### config.mk
export PLATFORM = sky130hd
export DESIGN_NAME = eth_mgmt_top
export DESIGN_NICKNAME = d
export VERILOG_FILES = /design/src/hw/eth_mgmt_pkg.sv /design/src/hw/axi_reg_slave.sv /design/src/hw/mac_csr.sv /design/src/hw/mdio_master.sv /design/src/hw/eth_mgmt_top.sv
export SDC_FILE = /design/constraint.sdc
export NUM_CORES = 1
export LEC_CHECK = 0
export BUFFER_PORTS_ARGS = -buffer_cell sky130_fd_sc_hd__buf_4
export CORE_ASPECT_RATIO = 1.5
export CORE_MARGIN = 2
export CORE_UTILIZATION = 50
export DETAILED_ROUTE_END_ITERATION = 10
export GPL_TIMING_DRIVEN = 0
export HOLD_SLACK_MARGIN = 0.05
export PLACE_DENSITY = 0.76
export SLEW_MARGIN = 15
export SYNTH_ARGS = -nofsm -noshare
export SYNTH_HDL_FRONTEND = slang
export SYNTH_SLANG_ARGS = --single-unit
### constraint.sdc
create_clock -name s_axi_aclk -period 2.6 [get_ports s_axi_aclk]
set_clock_uncertainty 0.05 [all_clocks]
set_input_delay 0.13 -clock s_axi_aclk [delete_from_list [all_inputs] [get_ports s_axi_aclk]]
set_output_delay 0.13 -clock s_axi_aclk [all_outputs]
set_load 0.02 [all_outputs]
### src/hw/eth_mgmt_pkg.sv
/*
 * Ethernet management block shared definitions.
 * Bus and register widths, CSR map, MDIO timing constants and the
 * request and command structs passed between the blocks.
 */

`default_nettype none

package eth_mgmt_pkg;

  // ========================================
  // bus and register geometry
  // ========================================
  localparam int axi_addr_w = 14;
  localparam int axi_data_w = 64;
  localparam int reg_addr_w = 12;
  localparam int reg_data_w = 32;

  localparam logic [1:0] axi_resp_okay = 2'b00;

  // ========================================
  // register file constants
  // ========================================
  localparam logic [15:0] csr_id_value = 16'h1234;

  // phy reset low pulse, in clock cycles
  localparam int phy_rst_len   = 31;
  localparam int phy_rst_start = 2;

  // ========================================
  // MDIO timing, in MDC half periods
  // ========================================
  // 33 MDC periods per management frame
  localparam int mdio_cnt_max  = 65;
  // preamble after reset, MDIO released
  localparam int mdio_init_max = 125;

  localparam int mdio_default_phy = 1;

  // register word index inside the CSR window
  typedef enum logic [4:0] {
    CSR_CTRL       = 5'd0,
    CSR_SCRATCH    = 5'd1,
    CSR_MDIO_CMD   = 5'd2,
    CSR_MDIO_WDATA = 5'd3,
    CSR_MDIO_RDATA = 5'd4,
    CSR_MDIO_STAT  = 5'd5
  } csr_idx_e;

  typedef enum logic [0:0] {
    MDIO_WRITE = 1'b0,
    MDIO_READ  = 1'b1
  } mdio_op_e;

  // single register access, one cycle wide
  typedef struct packed {
    logic                  wr;
    logic                  rd;
    logic [reg_addr_w-1:0] addr;
    logic [reg_data_w-1:0] wdata;
  } reg_req_t;

  typedef struct packed {
    mdio_op_e    op;
    logic [4:0]  phy_addr;
    logic [4:0]  reg_addr;
    logic [15:0] wdata;
  } mdio_cmd_t;

endpackage

`default_nettype wire

### src/hw/axi_reg_slave.sv
/*
 * AXI slave for the management registers.
 * Turns AXI read and write transactions into single-cycle
 * 32-bit register requests and returns OKAY responses.
 */

`default_nettype none

module axi_reg_slave (
  input  wire logic                                s_axi_aclk,
  input  wire logic                                s_axi_aresetn,
  input  wire logic [eth_mgmt_pkg::axi_addr_w-1:0] s_axi_awaddr_i,
  input  wire logic                                s_axi_awvalid_i,
  output      logic                                s_axi_awready_o,
  input  wire logic [eth_mgmt_pkg::axi_data_w-1:0] s_axi_wdata_i,
  input  wire logic                                s_axi_wvalid_i,
  output      logic                                s_axi_wready_o,
  output      logic [1:0]                          s_axi_bresp_o,
  output      logic                                s_axi_bvalid_o,
  input  wire logic                                s_axi_bready_i,
  input  wire logic [eth_mgmt_pkg::axi_addr_w-1:0] s_axi_araddr_i,
  input  wire logic                                s_axi_arvalid_i,
  output      logic                                s_axi_arready_o,
  output      logic [eth_mgmt_pkg::axi_data_w-1:0] s_axi_rdata_o,
  output      logic [1:0]                          s_axi_rresp_o,
  output      logic                                s_axi_rvalid_o,
  input  wire logic                                s_axi_rready_i,
  output      eth_mgmt_pkg::reg_req_t              req_o,
  input  wire logic [eth_mgmt_pkg::reg_data_w-1:0] rdata_i
);

  typedef enum logic [1:0] {RD_IDLE, RD_REQ, RD_DATA, RD_RESP} rd_state_e;
  typedef enum logic [1:0] {WR_IDLE, WR_REQ, WR_RESP} wr_state_e;

  rd_state_e rd_state;
  wr_state_e wr_state;

  logic [eth_mgmt_pkg::reg_addr_w-1:0] raddr_q;
  logic [eth_mgmt_pkg::reg_addr_w-1:0] waddr_q;
  logic [eth_mgmt_pkg::axi_data_w-1:0] wdata_q;
  logic [eth_mgmt_pkg::reg_data_w-1:0] rdata_q;

  logic ar_hs;
  logic aw_hs;
  logic w_hs;
  logic wr_go;
  logic rd_go;

  assign ar_hs = s_axi_arvalid_i & s_axi_arready_o;
  assign aw_hs = s_axi_awvalid_i & s_axi_awready_o;
  assign w_hs  = s_axi_wvalid_i & s_axi_wready_o;

  // a write request wins, a colliding read waits one cycle
  assign wr_go = (wr_state == WR_REQ);
  assign rd_go = (rd_state == RD_REQ) & ~wr_go;

  always_comb begin
    req_o.wr    = wr_go;
    req_o.rd    = rd_go;
    req_o.addr  = wr_go ? waddr_q : raddr_q;
    // word index bit 0 picks the 32-bit lane
    req_o.wdata = waddr_q[0] ? wdata_q[eth_mgmt_pkg::axi_data_w-1:eth_mgmt_pkg::reg_data_w]
                             : wdata_q[eth_mgmt_pkg::reg_data_w-1:0];
  end

  assign s_axi_rdata_o = {2{rdata_q}};
  assign s_axi_rresp_o = eth_mgmt_pkg::axi_resp_okay;
  assign s_axi_bresp_o = eth_mgmt_pkg::axi_resp_okay;

  // address and data capture
  always_ff @(posedge s_axi_aclk) begin
    if (ar_hs) begin
      raddr_q <= s_axi_araddr_i[eth_mgmt_pkg::axi_addr_w-1:2];
    end
    if (aw_hs) begin
      waddr_q <= s_axi_awaddr_i[eth_mgmt_pkg::axi_addr_w-1:2];
    end
    if (w_hs) begin
      wdata_q <= s_axi_wdata_i;
    end
    if (rd_go) begin
      rdata_q <= rdata_i;
    end
  end

  // ========================================
  // read channel
  // ========================================
  always_ff @(posedge s_axi_aclk or negedge s_axi_aresetn) begin
    if (!s_axi_aresetn) begin
      rd_state        <= RD_IDLE;
      s_axi_arready_o <= 1'b1;
      s_axi_rvalid_o  <= 1'b0;
    end else begin
      case (rd_state)
        RD_IDLE: begin
          if (ar_hs) begin
            s_axi_arready_o <= 1'b0;
            rd_state        <= RD_REQ;
          end
        end
        RD_REQ: begin
          if (rd_go) begin
            rd_state <= RD_DATA;
          end
        end
        RD_DATA: begin
          s_axi_rvalid_o <= 1'b1;
          rd_state       <= RD_RESP;
        end
        RD_RESP: begin
          if (s_axi_rready_i) begin
            s_axi_rvalid_o  <= 1'b0;
            s_axi_arready_o <= 1'b1;
            rd_state        <= RD_IDLE;
          end
        end
        default: rd_state <= RD_IDLE;
      endcase
    end
  end

  // ========================================
  // write channel
  // ========================================
  always_ff @(posedge s_axi_aclk or negedge s_axi_aresetn) begin
    if (!s_axi_aresetn) begin
      wr_state        <= WR_IDLE;
      s_axi_awready_o <= 1'b1;
      s_axi_wready_o  <= 1'b1;
      s_axi_bvalid_o  <= 1'b0;
    end else begin
      case (wr_state)
        WR_IDLE: begin
          if (aw_hs) begin
            s_axi_awready_o <= 1'b0;
          end
          if (w_hs) begin
            s_axi_wready_o <= 1'b0;
          end
          // both beats in, possibly in the same cycle
          if ((aw_hs | ~s_axi_awready_o) && (w_hs | ~s_axi_wready_o)) begin
            wr_state <= WR_REQ;
          end
        end
        WR_REQ: begin
          s_axi_bvalid_o <= 1'b1;
          wr_state       <= WR_RESP;
        end
        WR_RESP: begin
          if (s_axi_bready_i) begin
            s_axi_bvalid_o  <= 1'b0;
            s_axi_awready_o <= 1'b1;
            s_axi_wready_o  <= 1'b1;
            wr_state        <= WR_IDLE;
          end
        end
        default: wr_state <= WR_IDLE;
      endcase
    end
  end

endmodule

`default_nettype wire

### src/hw/mac_csr.sv
/*
 * Management control and status registers.
 * Holds scratch and MDIO command registers, drives the read mux
 * and generates the self-timed PHY reset pulse.
 */

`default_nettype none

module mac_csr (
  input  wire logic                                s_axi_aclk,
  input  wire logic                                s_axi_aresetn,
  input  wire eth_mgmt_pkg::reg_req_t              req_i,
  output      logic [eth_mgmt_pkg::reg_data_w-1:0] rdata_o,
  output      eth_mgmt_pkg::mdio_cmd_t             mdio_cmd_o,
  output      logic                                mdio_start_o,
  output      logic                                mdio_init_kick_o,
  input  wire logic                                mdio_busy_i,
  input  wire logic                                mdio_init_i,
  input  wire logic [15:0]                         mdio_rdata_i,
  output      logic                                phy_rst_n_o
);

  eth_mgmt_pkg::csr_idx_e idx;

  logic        win_sel;
  logic        wr_ctrl;
  logic        wr_stat;
  logic [31:0] scratch_q;
  logic [5:0]  phy_rst_cnt;

  // register window is the first 32 words
  assign win_sel = (req_i.addr[eth_mgmt_pkg::reg_addr_w-1:5] == '0);
  assign idx     = eth_mgmt_pkg::csr_idx_e'(req_i.addr[4:0]);

  assign wr_ctrl = req_i.wr & win_sel & (idx == eth_mgmt_pkg::CSR_CTRL);
  assign wr_stat = req_i.wr & win_sel & (idx == eth_mgmt_pkg::CSR_MDIO_STAT);

  assign mdio_start_o     = wr_stat & req_i.wdata[0];
  assign mdio_init_kick_o = wr_stat & req_i.wdata[4];

  // ========================================
  // writable registers
  // ========================================
  always_ff @(posedge s_axi_aclk or negedge s_axi_aresetn) begin
    if (!s_axi_aresetn) begin
      scratch_q           <= '0;
      mdio_cmd_o.op       <= eth_mgmt_pkg::MDIO_WRITE;
      mdio_cmd_o.phy_addr <= 5'(eth_mgmt_pkg::mdio_default_phy);
      mdio_cmd_o.reg_addr <= 5'd0;
      mdio_cmd_o.wdata    <= 16'h0;
    end else if (req_i.wr && win_sel) begin
      case (idx)
        eth_mgmt_pkg::CSR_SCRATCH: begin
          scratch_q <= req_i.wdata;
        end
        eth_mgmt_pkg::CSR_MDIO_CMD: begin
          mdio_cmd_o.op       <= eth_mgmt_pkg::mdio_op_e'(req_i.wdata[10]);
          mdio_cmd_o.phy_addr <= req_i.wdata[9:5];
          mdio_cmd_o.reg_addr <= req_i.wdata[4:0];
        end
        eth_mgmt_pkg::CSR_MDIO_WDATA: begin
          mdio_cmd_o.wdata <= req_i.wdata[15:0];
        end
        default: begin
        end
      endcase
    end
  end

  // ========================================
  // phy reset pulse
  // ========================================
  // count runs 1..32, output low on counts 2..32
  always_ff @(posedge s_axi_aclk or negedge s_axi_aresetn) begin
    if (!s_axi_aresetn) begin
      phy_rst_cnt <= 6'd0;
    end else if (wr_ctrl && req_i.wdata[0]) begin
      phy_rst_cnt <= 6'd1;
    end else if (phy_rst_cnt >= eth_mgmt_pkg::phy_rst_start + eth_mgmt_pkg::phy_rst_len - 1) begin
      phy_rst_cnt <= 6'd0;
    end else if (phy_rst_cnt != 6'd0) begin
      phy_rst_cnt <= phy_rst_cnt + 6'd1;
    end
  end

  assign phy_rst_n_o = ~((phy_rst_cnt >= eth_mgmt_pkg::phy_rst_start) &&
                         (phy_rst_cnt <= eth_mgmt_pkg::phy_rst_start +
                                         eth_mgmt_pkg::phy_rst_len - 1));

  // read mux, valid in the request cycle
  always_comb begin
    rdata_o = '0;
    if (win_sel) begin
      case (idx)
        eth_mgmt_pkg::CSR_CTRL:       rdata_o = {eth_mgmt_pkg::csr_id_value, 16'h0};
        eth_mgmt_pkg::CSR_SCRATCH:    rdata_o = scratch_q;
        eth_mgmt_pkg::CSR_MDIO_CMD: begin
          rdata_o = {21'h0, mdio_cmd_o.op, mdio_cmd_o.phy_addr, mdio_cmd_o.reg_addr};
        end
        eth_mgmt_pkg::CSR_MDIO_WDATA: rdata_o = {16'h0, mdio_cmd_o.wdata};
        eth_mgmt_pkg::CSR_MDIO_RDATA: rdata_o = {16'h0, mdio_rdata_i};
        eth_mgmt_pkg::CSR_MDIO_STAT:  rdata_o = {27'h0, mdio_init_i, 3'h0, mdio_busy_i};
        default:                      rdata_o = '0;
      endcase
    end
  end

endmodule

`default_nettype wire

### src/hw/mdio_master.sv
/*
 * MDIO management master.
 * Generates MDC, runs the post-reset preamble and shifts
 * read and write management frames on MDIO.
 */

`default_nettype none

module mdio_master (
  input  wire logic                    s_axi_aclk,
  input  wire logic                    s_axi_aresetn,
  input  wire eth_mgmt_pkg::mdio_cmd_t cmd_i,
  input  wire logic                    start_i,
  input  wire logic                    init_kick_i,
  output      logic                    busy_o,
  output      logic                    init_active_o,
  output      logic [15:0]             rdata_o,
  input  wire logic                    phy_mdio_i,
  output      logic                    phy_mdio_o,
  output      logic                    phy_mdio_t_o,
  output      logic                    phy_mdc_o
);

  logic [6:0]  cnt;
  logic [5:0]  bit_idx;
  logic        init_run;
  logic        is_read;
  logic [31:0] frame;

  // MDC period number within the frame
  assign bit_idx = cnt[6:1];
  assign is_read = (cmd_i.op == eth_mgmt_pkg::MDIO_READ);

  // start, op, phy, reg, turnaround, data
  assign frame = {2'b01, cmd_i.op, ~cmd_i.op, cmd_i.phy_addr, cmd_i.reg_addr, 2'b10,
                  is_read ? 16'h0 : cmd_i.wdata};

  assign phy_mdc_o = cnt[0];

  // released during init and from turnaround onward on reads
  assign phy_mdio_t_o = init_active_o | (busy_o & is_read & (cnt > 7'd29));

  // ========================================
  // half-period counter
  // ========================================
  always_ff @(posedge s_axi_aclk or negedge s_axi_aresetn) begin
    if (!s_axi_aresetn) begin
      cnt           <= 7'd0;
      busy_o        <= 1'b0;
      init_run      <= 1'b0;
      init_active_o <= 1'b1;
    end else if (init_run) begin
      if (cnt >= eth_mgmt_pkg::mdio_init_max) begin
        cnt           <= 7'd0;
        init_run      <= 1'b0;
        init_active_o <= 1'b0;
      end else begin
        cnt <= cnt + 7'd1;
      end
    end else if (busy_o) begin
      if (cnt >= eth_mgmt_pkg::mdio_cnt_max) begin
        cnt    <= 7'd0;
        busy_o <= 1'b0;
      end else begin
        cnt <= cnt + 7'd1;
      end
    end else if (init_kick_i && init_active_o) begin
      // preamble starts with MDC high
      cnt      <= 7'd1;
      init_run <= 1'b1;
    end else if (start_i) begin
      busy_o <= 1'b1;
    end
  end

  // ========================================
  // frame shift and read capture
  // ========================================
  // MDIO changes and is sampled as MDC falls
  always_ff @(posedge s_axi_aclk or negedge s_axi_aresetn) begin
    if (!s_axi_aresetn) begin
      phy_mdio_o <= 1'b1;
      rdata_o    <= 16'h0;
    end else begin
      if (busy_o && cnt[0]) begin
        if (bit_idx < 6'd32) begin
          phy_mdio_o <= frame[~bit_idx[4:0]];
        end else begin
          phy_mdio_o <= 1'b1;
        end
      end
      if (busy_o && is_read && cnt[0] && (bit_idx > 6'd15) && (bit_idx < 6'd32)) begin
        rdata_o <= {rdata_o[14:0], phy_mdio_i};
      end
    end
  end

endmodule

`default_nettype wire

### src/hw/eth_mgmt_top.sv
/*
 * Ethernet MAC-lite management block.
 * AXI register slave, CSR file and MDIO master.
 */

`default_nettype none

module eth_mgmt_top (
  input  wire logic                                s_axi_aclk,
  input  wire logic                                s_axi_aresetn,
  input  wire logic [eth_mgmt_pkg::axi_addr_w-1:0] s_axi_awaddr_i,
  input  wire logic                                s_axi_awvalid_i,
  output      logic                                s_axi_awready_o,
  input  wire logic [eth_mgmt_pkg::axi_data_w-1:0] s_axi_wdata_i,
  // full-word registers only, strobes ignored
  input  wire logic [7:0]                          s_axi_wstrb_i,
  input  wire logic                                s_axi_wvalid_i,
  output      logic                                s_axi_wready_o,
  output      logic [1:0]                          s_axi_bresp_o,
  output      logic                                s_axi_bvalid_o,
  input  wire logic                                s_axi_bready_i,
  input  wire logic [eth_mgmt_pkg::axi_addr_w-1:0] s_axi_araddr_i,
  input  wire logic                                s_axi_arvalid_i,
  output      logic                                s_axi_arready_o,
  output      logic [eth_mgmt_pkg::axi_data_w-1:0] s_axi_rdata_o,
  output      logic [1:0]                          s_axi_rresp_o,
  output      logic                                s_axi_rvalid_o,
  input  wire logic                                s_axi_rready_i,
  input  wire logic                                phy_mdio_i,
  output      logic                                phy_mdio_o,
  output      logic                                phy_mdio_t_o,
  output      logic                                phy_mdc_o,
  output      logic                                phy_rst_n_o
);

  eth_mgmt_pkg::reg_req_t              req;
  eth_mgmt_pkg::mdio_cmd_t             mdio_cmd;
  logic [eth_mgmt_pkg::reg_data_w-1:0] reg_rdata;
  logic                                mdio_start;
  logic                                mdio_init_kick;
  logic                                mdio_busy;
  logic                                mdio_init;
  logic [15:0]                         mdio_rdata;

  axi_reg_slave u_axi_reg_slave (
    .s_axi_aclk      (s_axi_aclk),
    .s_axi_aresetn   (s_axi_aresetn),
    .s_axi_awaddr_i  (s_axi_awaddr_i),
    .s_axi_awvalid_i (s_axi_awvalid_i),
    .s_axi_awready_o (s_axi_awready_o),
    .s_axi_wdata_i   (s_axi_wdata_i),
    .s_axi_wvalid_i  (s_axi_wvalid_i),
    .s_axi_wready_o  (s_axi_wready_o),
    .s_axi_bresp_o   (s_axi_bresp_o),
    .s_axi_bvalid_o  (s_axi_bvalid_o),
    .s_axi_bready_i  (s_axi_bready_i),
    .s_axi_araddr_i  (s_axi_araddr_i),
    .s_axi_arvalid_i (s_axi_arvalid_i),
    .s_axi_arready_o (s_axi_arready_o),
    .s_axi_rdata_o   (s_axi_rdata_o),
    .s_axi_rresp_o   (s_axi_rresp_o),
    .s_axi_rvalid_o  (s_axi_rvalid_o),
    .s_axi_rready_i  (s_axi_rready_i),
    .req_o           (req),
    .rdata_i         (reg_rdata)
  );

  mac_csr u_mac_csr (
    .s_axi_aclk       (s_axi_aclk),
    .s_axi_aresetn    (s_axi_aresetn),
    .req_i            (req),
    .rdata_o          (reg_rdata),
    .mdio_cmd_o       (mdio_cmd),
    .mdio_start_o     (mdio_start),
    .mdio_init_kick_o (mdio_init_kick),
    .mdio_busy_i      (mdio_busy),
    .mdio_init_i      (mdio_init),
    .mdio_rdata_i     (mdio_rdata),
    .phy_rst_n_o      (phy_rst_n_o)
  );

  mdio_master u_mdio_master (
    .s_axi_aclk    (s_axi_aclk),
    .s_axi_aresetn (s_axi_aresetn),
    .cmd_i         (mdio_cmd),
    .start_i       (mdio_start),
    .init_kick_i   (mdio_init_kick),
    .busy_o        (mdio_busy),
    .init_active_o (mdio_init),
    .rdata_o       (mdio_rdata),
    .phy_mdio_i    (phy_mdio_i),
    .phy_mdio_o    (phy_mdio_o),
    .phy_mdio_t_o  (phy_mdio_t_o),
    .phy_mdc_o     (phy_mdc_o)
  );

endmodule

`default_nettype wire

==> flow_summary.toml, run 1 <==
[yosys]
synth-main-ff-cell = "edfxtp_1"
ys_warn_count = 0
synth-seq-cells = 221
async_flop_share_pct = 45.7
ys_seq_area_share_pct = 65.7
syn_area_sq_um = 9340
synthCells = 725
synth_cell_type_count = 57
synth_edf_count = 120
avgSynthCellArea_sq_um = 12.9

[timing]
clock.fmax_mhz = 403
period_share_pct = 95.5
finalSetupViolations = 0
tns_ns = 0
whs_ns = 0.238
slew_headroom_pct = 31.5
period_needed_ns = 2.48
maxSlewViolCount = 0
tightest_slew_ns = 1.03
hold_viol = 0

[finish]
final_cell_mix = "206 x buf_4, 120 x edfxtp_1, 96 x dlygate4sd3_1"
design_area_sq_um = 12800
fin_util_pct = 69.3
seq_area_sq_um = 6140
layout_commonest_cell = "buf_4"
syn2layout_area_growth_pct = 36.5
drive_gt1_share_pct = 30.0
fillers = 1237
num-nets-final = 1135
multi_input_area_sq_um = 2780
insertedDiodeCount = 0

[clock_tree]
h-tree-depth = 1
cts_tree = "built"
clk_pin_slew_ns = 0.07
cts_buffer_depth = 3
numCtsBuffers = 21
worstSkewPairLatency_ns = 0.50
clock-sinks = 221
root_buffer = "clkbuf_16"

[power_and_ir_drop]
p_seq_share_pct = 48.2
p_per_area_nw_per_um2 = 690
irDropWorstVdd_v = 0.000642
switching_share_pct = 24.9
comb_power_share_pct = 14.2
clkPwrFrac_pct = 37.6
p_int_w = 0.00660
switching_power_w = 0.00219
p_leak_nw = 5.50

[floorplanning]
die_w_um = 116
rows = 61
core_area_sq_um = 18400
die_area_sq_um = 19800
initial_core_util_pct = 50.8
ios = 185
die_h_um = 171

[setup_path]
cp.arrival_ns = 2.85
r2r-start = "u_axi_reg_slave.wr_state[1]"
crit_start = "u_axi_reg_slave.wr_state[1]"
end_kind = "flip-flop"
criticalPathCategory = "reg -> reg"
reg2regPathDepth = 7
required_ns = 2.97
path_max_fanout = 10
path_cells = "buf_2 > and2b_1 > nand3_1 > a211oi_4 > buf_2 > nor2_1 > a21oi_1"
cpPeakStageDelay_ns = 0.53
cp.depth = 7
crit_family = "simple AND/OR/NAND/NOR gates"
path_buf_inv = 2
crit_top_cell = "buf_2"
critPathLaunchType = "flip-flop"
cp_slowest_cell = "a211oi_4"

[global_routing]
track_usage_pct = 24.0
antenna_found_initial = 0
grt_overflow = 0
grt_pass1_vias = 7055
grt_pass1_wl_um = 36600
grt_max_degree = 102

[drt]
drcViolationCount = 0
via_count = 6791
via_per_inst = 5.29
drtIter0Drc = 420
wl_per_cell_um = 18.3
wl_um = 23500
drtAntennaViolNets = 0
firstDrtPassIters = 6

[outcome]
status = "finished, final reports clean"

[placed_design]
port_buffers = 168
gp_congestion = 0.897
dpl.hpwl_um = 15400
place_area_sq_um = 11000

[min_path]
hp-class = "in -> async"

[flow_run]
drv_cap = 0
registers in the layout, summed over array words and instances, names as in the netlist, 7 cells and up:
signal,cells
u_mdio_master.rdata_o,16
u_mdio_master.cnt,7
u_axi_reg_slave.wdata_q,64
u_axi_reg_slave.waddr_q,12
u_mac_csr.scratch_q,32
u_axi_reg_slave.raddr_q,12
u_axi_reg_slave.rdata_q,32
u_mac_csr.mdio_cmd_o,27
final timing paths:
path / end / slack (ns)
max reg2reg: u_mac_csr.scratch_q[18] / 0.12
max: u_mac_csr.scratch_q[18] / 0.12
max in group asynchronous: u_mdio_master.rdata_o[10] / 1.57
min: u_axi_reg_slave.rd_state[1] / 0.24
min reg2reg: u_mdio_master.init_active_o / 0.43
min in group s_axi_aclk: u_axi_reg_slave.wdata_q[33] / 0.29
logic make-up after synthesis:
family | share of synthesized area, %
muxes | 8.28
AOI/OAI and AO/OA | 10.2
adders and majority gates | 1.34
DFF | 65.7
buffers and inverters | 5.32
xor gates and xnor gates | 0.469
and+or+nand+nor | 8.67
other | 0.0401
routing by layer:
metal	track usage [%]	wire, um	vias to the layer above
li1	-	-	3173
met1	27.7	8640	3304
met2	45.3	12900	263
met3	3.59	1220	51
met4	7.54	671	0
met5	0	0	-
cell type report:
type	count	share of cell area, %
Multi-Input combinational cell	417	21.8
Timing Repair Buffer	267	17.7
Buffer	70	3.37
Sequential cell	221	48.1
Clock inverter	11	1.30
Tap cell	252	2.47
Inverter	19	0.559
Clock buffer	27	4.61
synth_stat cells, drive strengths merged, types with 2 or more instances:
library cell    n  area share [%]
edfxtp        120              39
dfrtp          95              25
nor2           87             3.5
a21oi          85             4.6
buf            55             3.9
mux2i          42             4.5
nand2          29             1.2
a22oi          22             1.8
o21ai          21             1.1
inv            19            0.76
mux2           19             2.3
and2           16             1.1
clkbuf         16            0.66
ha             10             1.3
a31oi           8            0.54
nor3            8            0.43
nand3           7            0.37
dfstp           6             1.7
mux4            6             1.4
a2bb2oi         5            0.47
nand2b          4            0.27
nor4            4            0.27
nand4           3            0.20
nor4b           3            0.35
xnor2           3            0.28
a211oi          2            0.35
a41oi           2            0.19
nand4b          2            0.19
o22ai           2            0.13
o31ai           2            0.16
or2             2            0.13
xor2            2            0.19
repair_timing:
action | 4_1_cts | 5_1_grt
setup endpoints to repair | 18 | 50
hold endpoints to repair | 191 | 0
pin swaps | 0 | 1
setup buffers | 0 | 2
hold buffers | 96 | 0
gates resized for setup | 5 | 16
power groups by stage:
| stage | logic (W) | registers [W] | clock network, W |
|---|---|---|---|
| after global routing | 0.00136 | 0.00426 | 0.00348 |
| after global placement | 0.00103 | 0.00427 | 0 |
| after detailed placement | 0.00107 | 0.00429 | 0 |
| after floorplan | 0.000631 | 0.00428 | 0 |
| after CTS | 0.00121 | 0.00422 | 0.00335 |
| final | 0.00125 | 0.00424 | 0.00330 |
metrics by stage:
| stage | total power [W] | cells | setup slack (ns) |
|---|---|---|---|
| after floorplan | 0.00491 | 728 | 0.287 |
| after global placement | 0.00530 | 1148 | -0.376 |
| after detailed placement | 0.00536 | 1149 | -0.411 |
| after CTS | 0.00878 | 1282 | 0.00875 |
| after global routing | 0.00910 | 1284 | -0.0178 |
| final | 0.00879 | 1284 | 0.118 |
Power figures use the tool's default switching activity.
==> run 2, diff against run 1 <==
--- a/config.mk
+++ b/config.mk
@@ -13,6 +13,7 @@
 export GPL_TIMING_DRIVEN = 0
 export HOLD_SLACK_MARGIN = 0.05
 export PLACE_DENSITY = 0.76
+export REMOVE_ABC_BUFFERS = 1
 export SLEW_MARGIN = 15
 export SYNTH_ARGS = -nofsm -noshare
 export SYNTH_HDL_FRONTEND = slang
==> constraint.sdc (replaced) <==
create_clock -name s_axi_aclk -period 2.6 [get_ports s_axi_aclk]
set_clock_uncertainty 0.05 [all_clocks]
set_input_delay 0.13 -clock s_axi_aclk [delete_from_list [all_inputs] [get_ports s_axi_aclk]]
set_output_delay 0.13 -clock s_axi_aclk [all_outputs]
set_load 0.1 [all_outputs]
==> flow_summary.toml, run 2 (same netlist as run 1, synthesis figures left out) <==
[outcome]
status = "finished, final reports clean"

[global_routing]
track_usage_pct = 22.3
grt_pass1_wl_um = 34400
grt_pass1_vias = 6796
grt_overflow = 0
antenna_found_initial = 0
grt_max_degree = 102

[drt]
firstDrtPassIters = 5
wl_um = 21800
drcViolationCount = 0
drtIter0Drc = 353
drtAntennaViolNets = 0
via_count = 6475
wl_per_cell_um = 17.7
via_per_inst = 5.26

[power_and_ir_drop]
p_int_w = 0.00638
clkPwrFrac_pct = 34.9
p_leak_nw = 5.26
p_per_area_nw_per_um2 = 698
comb_power_share_pct = 16.3
switching_share_pct = 26.8
p_seq_share_pct = 48.8
irDropWorstVdd_v = 0.000593
switching_power_w = 0.00233

[setup_path]
end_kind = "flip-flop"
cp.arrival_ns = 2.77
path_max_fanout = 12
critPathLaunchType = "flip-flop"
criticalPathCategory = "reg -> reg"
required_ns = 2.89

[finish]
insertedDiodeCount = 0
design_area_sq_um = 12500
regMostFlops = "u_axi_reg_slave.wdata_q"
syn2layout_area_growth_pct = 33.8
num-nets-final = 1081
largest_reg_flops = 64
drive_gt1_share_pct = 27.8
top_regs = "u_axi_reg_slave.wdata_q: 64 flops, u_axi_reg_slave.rdata_q: 32 flops, u_mac_csr.scratch_q: 32 flops"
layout_commonest_cell = "buf_4"
final_cell_mix = "174 x buf_4, 120 x edfxtp_1, 96 x dlygate4sd3_1"

[floorplanning]
die_w_um = 116
core_area_sq_um = 18400
die_area_sq_um = 19800
die_h_um = 171
ios = 185
rows = 61
initial_core_util_pct = 50.8

[timing]
hold_viol = 0
maxSlewViolCount = 0
period_needed_ns = 2.47
whs_ns = 0.231
finalSetupViolations = 0
tns_ns = 0
period_share_pct = 95.1
slew_headroom_pct = 36.2
clock.fmax_mhz = 404
tightest_slew_ns = 0.956
rsz0062_at_grt = "false"

[placed_design]
port_buffers = 168
gp_congestion = 0.898
place_area_sq_um = 10700
dpl.hpwl_um = 13600

[clock_tree]
clk_pin_slew_ns = 0.06
worstSkewPairLatency_ns = 0.50
root_buffer = "clkbuf_16"
clock-sinks = 221
cts_tree = "built"
numCtsBuffers = 22
cts_buffer_depth = 3
h-tree-depth = 1

[min_path]
hp-class = "in -> async"

[flow_run]
drv_cap = 0
-- run 2: layout make-up --
class	instances	area, sq um
Multi-Input combinational cell	417	2810
Sequential cell	221	6140
Clock inverter	10	71.3
Fill cell	1274	5900
Clock buffer	30	622
Inverter	19	71.3
Tap cell	252	315
Timing Repair Buffer	282	2460
-- run 2: final timing paths --
| path | startpoint | endpoint | slack, ns | cells past startpoint |
|---|---|---|---|---|
| hold reg to reg | u_mdio_master.init_active_o | u_mdio_master.init_active_o | 0.43 | 2 |
| setup / recovery | u_axi_reg_slave.wr_state[1] | u_mac_csr.phy_rst_cnt[2] | 0.13 | 5 |
| min in group s_axi_aclk | s_axi_wdata_i[15] | u_axi_reg_slave.wdata_q[15] | 0.30 | 2 |
| setup reg to reg | u_axi_reg_slave.wr_state[1] | u_mac_csr.phy_rst_cnt[2] | 0.13 | 5 |
| max in group asynchronous | s_axi_aresetn | u_mdio_master.cnt[1] | 1.49 | 2 |
| hold / removal | s_axi_aresetn | u_mac_csr.phy_rst_cnt[4] | 0.23 | 2 |
-- run 2: worst max-delay path, stage by stage, from the launching register on --
cell and delay [ns]:
dfrtp_1 0.49, nand2b_2 0.34, mux2_2 0.46, a211o_1 0.44, o21bai_1 0.41, nor3_1 0.12
-- run 2: timing repair --
item,CTS,global route
hold buffers,96,0
gates resized for setup,7,9
pin swaps,1,1
buffers inserted,3,5
setup endpoints to repair,46,44
hold endpoints to repair,195,0
-- run 2: per-stage QoR --
step / utilization (%) / total power (W) / std cells / setup slack (ns)
final: 67.9 / 0.00872 / 1231 / 0.128
after global routing: 67.9 / 0.00907 / 1231 / 0.00381
after CTS: 67.4 / 0.00873 / 1226 / 0.00731
after detailed placement: 58.1 / 0.00556 / 1087 / -0.407
after global placement: 57.1 / 0.00550 / 1077 / -2.09
after floorplan: - / 0.00512 / 657 / -0.814
-- run 2: metal layers --
| metal | GRT usage (%) | up-vias | share of wire [%] |
|---|---|---|---|
| li1 | - | 3061 | - |
| met1 | 27.0 | 3153 | 38 |
| met2 | 39.9 | 215 | 54 |
| met3 | 3.24 | 46 | 5.1 |
| met4 | 8.80 | 0 | 3.1 |
| met5 | 0 | - | 0 |
-- run 2: power groups by stage --
| stage | Clock (W) | Sequential, W | Combinational (W) |
|---|---|---|---|
| final | 0.00305 | 0.00425 | 0.00142 |
| after detailed placement | 0 | 0.00431 | 0.00125 |
| after global routing | 0.00324 | 0.00429 | 0.00154 |
| after CTS | 0.00309 | 0.00425 | 0.00139 |
| after floorplan | 0 | 0.00450 | 0.000624 |
| after global placement | 0 | 0.00435 | 0.00115 |
==> run 3, diff against run 2 <==
--- a/config.mk
+++ b/config.mk
@@ -6,13 +6,15 @@
 export NUM_CORES = 1
 export LEC_CHECK = 0
 export BUFFER_PORTS_ARGS = -buffer_cell sky130_fd_sc_hd__buf_4
+export CELL_PAD_IN_SITES_DETAIL_PLACEMENT = 1
+export CELL_PAD_IN_SITES_GLOBAL_PLACEMENT = 1
 export CORE_ASPECT_RATIO = 1.5
 export CORE_MARGIN = 2
-export CORE_UTILIZATION = 50
+export CORE_UTILIZATION = 44
 export DETAILED_ROUTE_END_ITERATION = 10
 export GPL_TIMING_DRIVEN = 0
 export HOLD_SLACK_MARGIN = 0.05
-export PLACE_DENSITY = 0.76
+export PLACE_DENSITY_LB_ADDON = 0.1
 export REMOVE_ABC_BUFFERS = 1
 export SLEW_MARGIN = 15
 export SYNTH_ARGS = -nofsm -noshare
==> constraint.sdc (replaced) <==
create_clock -name s_axi_aclk -period 2.75 [get_ports s_axi_aclk]
set_clock_uncertainty 0.05 [all_clocks]
set_input_delay 0.1375 -clock s_axi_aclk [delete_from_list [all_inputs] [get_ports s_axi_aclk]]
set_output_delay 0.1375 -clock s_axi_aclk [all_outputs]
set_load 0.1 [all_outputs]
==> flow_summary.toml, run 3 (same netlist as run 1, synthesis figures left out) <==
[floorplanning]
rows = 65
die_h_um = 182
initial_core_util_pct = 44.7
core_area_sq_um = 20900
ios = 185
die_area_sq_um = 22400
die_w_um = 123

[setup_path]
criticalPathCategory = "reg -> out"
cpPeakStageDelay_ns = 0.81
critPathLaunchType = "flip-flop"
path_cells = "inv_1 > nor4_1 > o311ai_0 > nand2_1 > buf_4"
required_ns = 2.56
path_buf_inv = 2
rrSetupSlack_ns = 0.22
end_kind = "output port"
path_max_fanout = 15
reg2regPathDepth = 5
cp.arrival_ns = 2.41
cp.depth = 5
crit_family = "flip-flops"
cp_slowest_cell = "dfrtp_1"

[finish]
largest_reg_flops = 64
top_regs = "u_axi_reg_slave.wdata_q: 64 flops, u_axi_reg_slave.rdata_q: 32 flops, u_mac_csr.scratch_q: 32 flops"
final_cell_count_no_fill = 1250
num-nets-final = 1082
layout_commonest_cell = "buf_4"
drive_gt1_share_pct = 27.2
final_cell_mix = "172 x buf_4, 120 x edfxtp_1, 96 x dlygate4sd3_1"
syn2layout_area_growth_pct = 33.9
design_area_sq_um = 12500
regMostFlops = "u_axi_reg_slave.wdata_q"

[power_and_ir_drop]
p_leak_nw = 5.26
p_int_w = 0.00597
clkPwrFrac_pct = 34.8
p_per_area_nw_per_um2 = 665
irDropWorstVdd_v = 0.000786
p_seq_share_pct = 48.6
switching_power_w = 0.00235
comb_power_share_pct = 16.6
switching_share_pct = 28.2

[timing]
period_share_pct = 94.6
hold_viol = 0
tns_ns = 0
maxSlewViolCount = 0
finalSetupViolations = 0
tightest_slew_ns = 0.970
rsz0062_at_grt = "false"
period_needed_ns = 2.60
clock.fmax_mhz = 385
slew_headroom_pct = 35.3
setup_ws_ns = 0.150

[global_routing]
grt_overflow = 0
grt_pass1_vias = 7575
track_usage_pct = 24.4
met3_usage_pct = 3.56
grt_max_degree = 102
busiest_layer = "met2"
grt_use_met1_pct = 27.7
grt_pass1_wl_um = 41600
use_met2_pct = 45.8
antenna_found_initial = 1

[clock_tree]
numCtsBuffers = 23
clk_pin_slew_ns = 0.06
worstSkewPairLatency_ns = 0.51
cts_tree = "built"
clock-sinks = 221
cts_buffer_depth = 3
root_buffer = "clkbuf_16"
h-tree-depth = 1

[drt]
drcViolationCount = 0
drtIter0Drc = 305
wl_um = 26500
drtAntennaViolNets = 0
wl_per_cell_um = 21.2
via_count = 6657
via_per_inst = 5.33
firstDrtPassIters = 4

[placed_design]
dpl.hpwl_um = 16400
port_buffers = 168
pre_cts_ws_ns = -0.475
place_area_sq_um = 10700
place_inst = 1103
gp_congestion = 0.838

[outcome]
status = "finished, final reports clean"

[min_path]
hp-class = "in -> async"

[flow_run]
drv_cap = 0
[run 3: layout make-up]
cell class | instances | area (sq um)
Antenna cell | 1 | 2.50
Clock buffer | 35 | 641
Clock inverter | 7 | 40.0
Fill cell | 2044 | 8390
Inverter | 19 | 71.3
Multi-Input combinational cell | 417 | 2790
Sequential cell | 221 | 6140
Tap cell | 268 | 335
Timing Repair Buffer | 282 | 2490
[run 3: path summary, 6_finish.rpt]
kind                                                   from                           to
worst max-delay path                   u_mdio_master.cnt[2]                 phy_mdio_t_o
max in group asynchronous                     s_axi_aresetn      u_mac_csr.scratch_q[17]
worst min-delay path                          s_axi_aresetn       u_mdio_master.init_run
worst max register to register  u_axi_reg_slave.wr_state[1]     u_mac_csr.phy_rst_cnt[2]
min in group s_axi_aclk                   s_axi_wdata_i[22]  u_axi_reg_slave.wdata_q[22]
worst min register to register  u_mdio_master.init_active_o  u_mdio_master.init_active_o
[run 3: through the flow]
step           util, %  hold slack, ns  total power (W)
2_1_floorplan        -          -0.208          0.00484
3_3_place_gp      50.4           0.266          0.00520
3_5_place_dp      51.3           0.267          0.00530
4_1_cts           59.5           0.273          0.00833
5_1_grt           59.8           0.274          0.00865
6_report          59.8           0.233          0.00832
[run 3: power by group through the flow]
stage | sequential [W] | combinational (W) | clock [W]
floorplan | 0.00425 | 0.000590 | 0
global placement | 0.00411 | 0.00109 | 0
detailed placement | 0.00410 | 0.00121 | 0
CTS | 0.00403 | 0.00136 | 0.00294
global route | 0.00408 | 0.00149 | 0.00308
finish | 0.00405 | 0.00138 | 0.00290
[run 3: timing repair]
action,CTS,global route
endpoints found under the hold margin,197,0
gates cloned,0,0
pin swaps,2,1
buffers inserted,5,3
resized for setup,8,4
setup endpoints to repair,66,63
hold buffers,96,0
[run 3: routing by layer]
metal  routed length (um)  part of all wire, %
met4                  811                  3.1
met3                 1100                  4.1
met2                14900                   56
met1                 9700                   37
met5                    0                    0
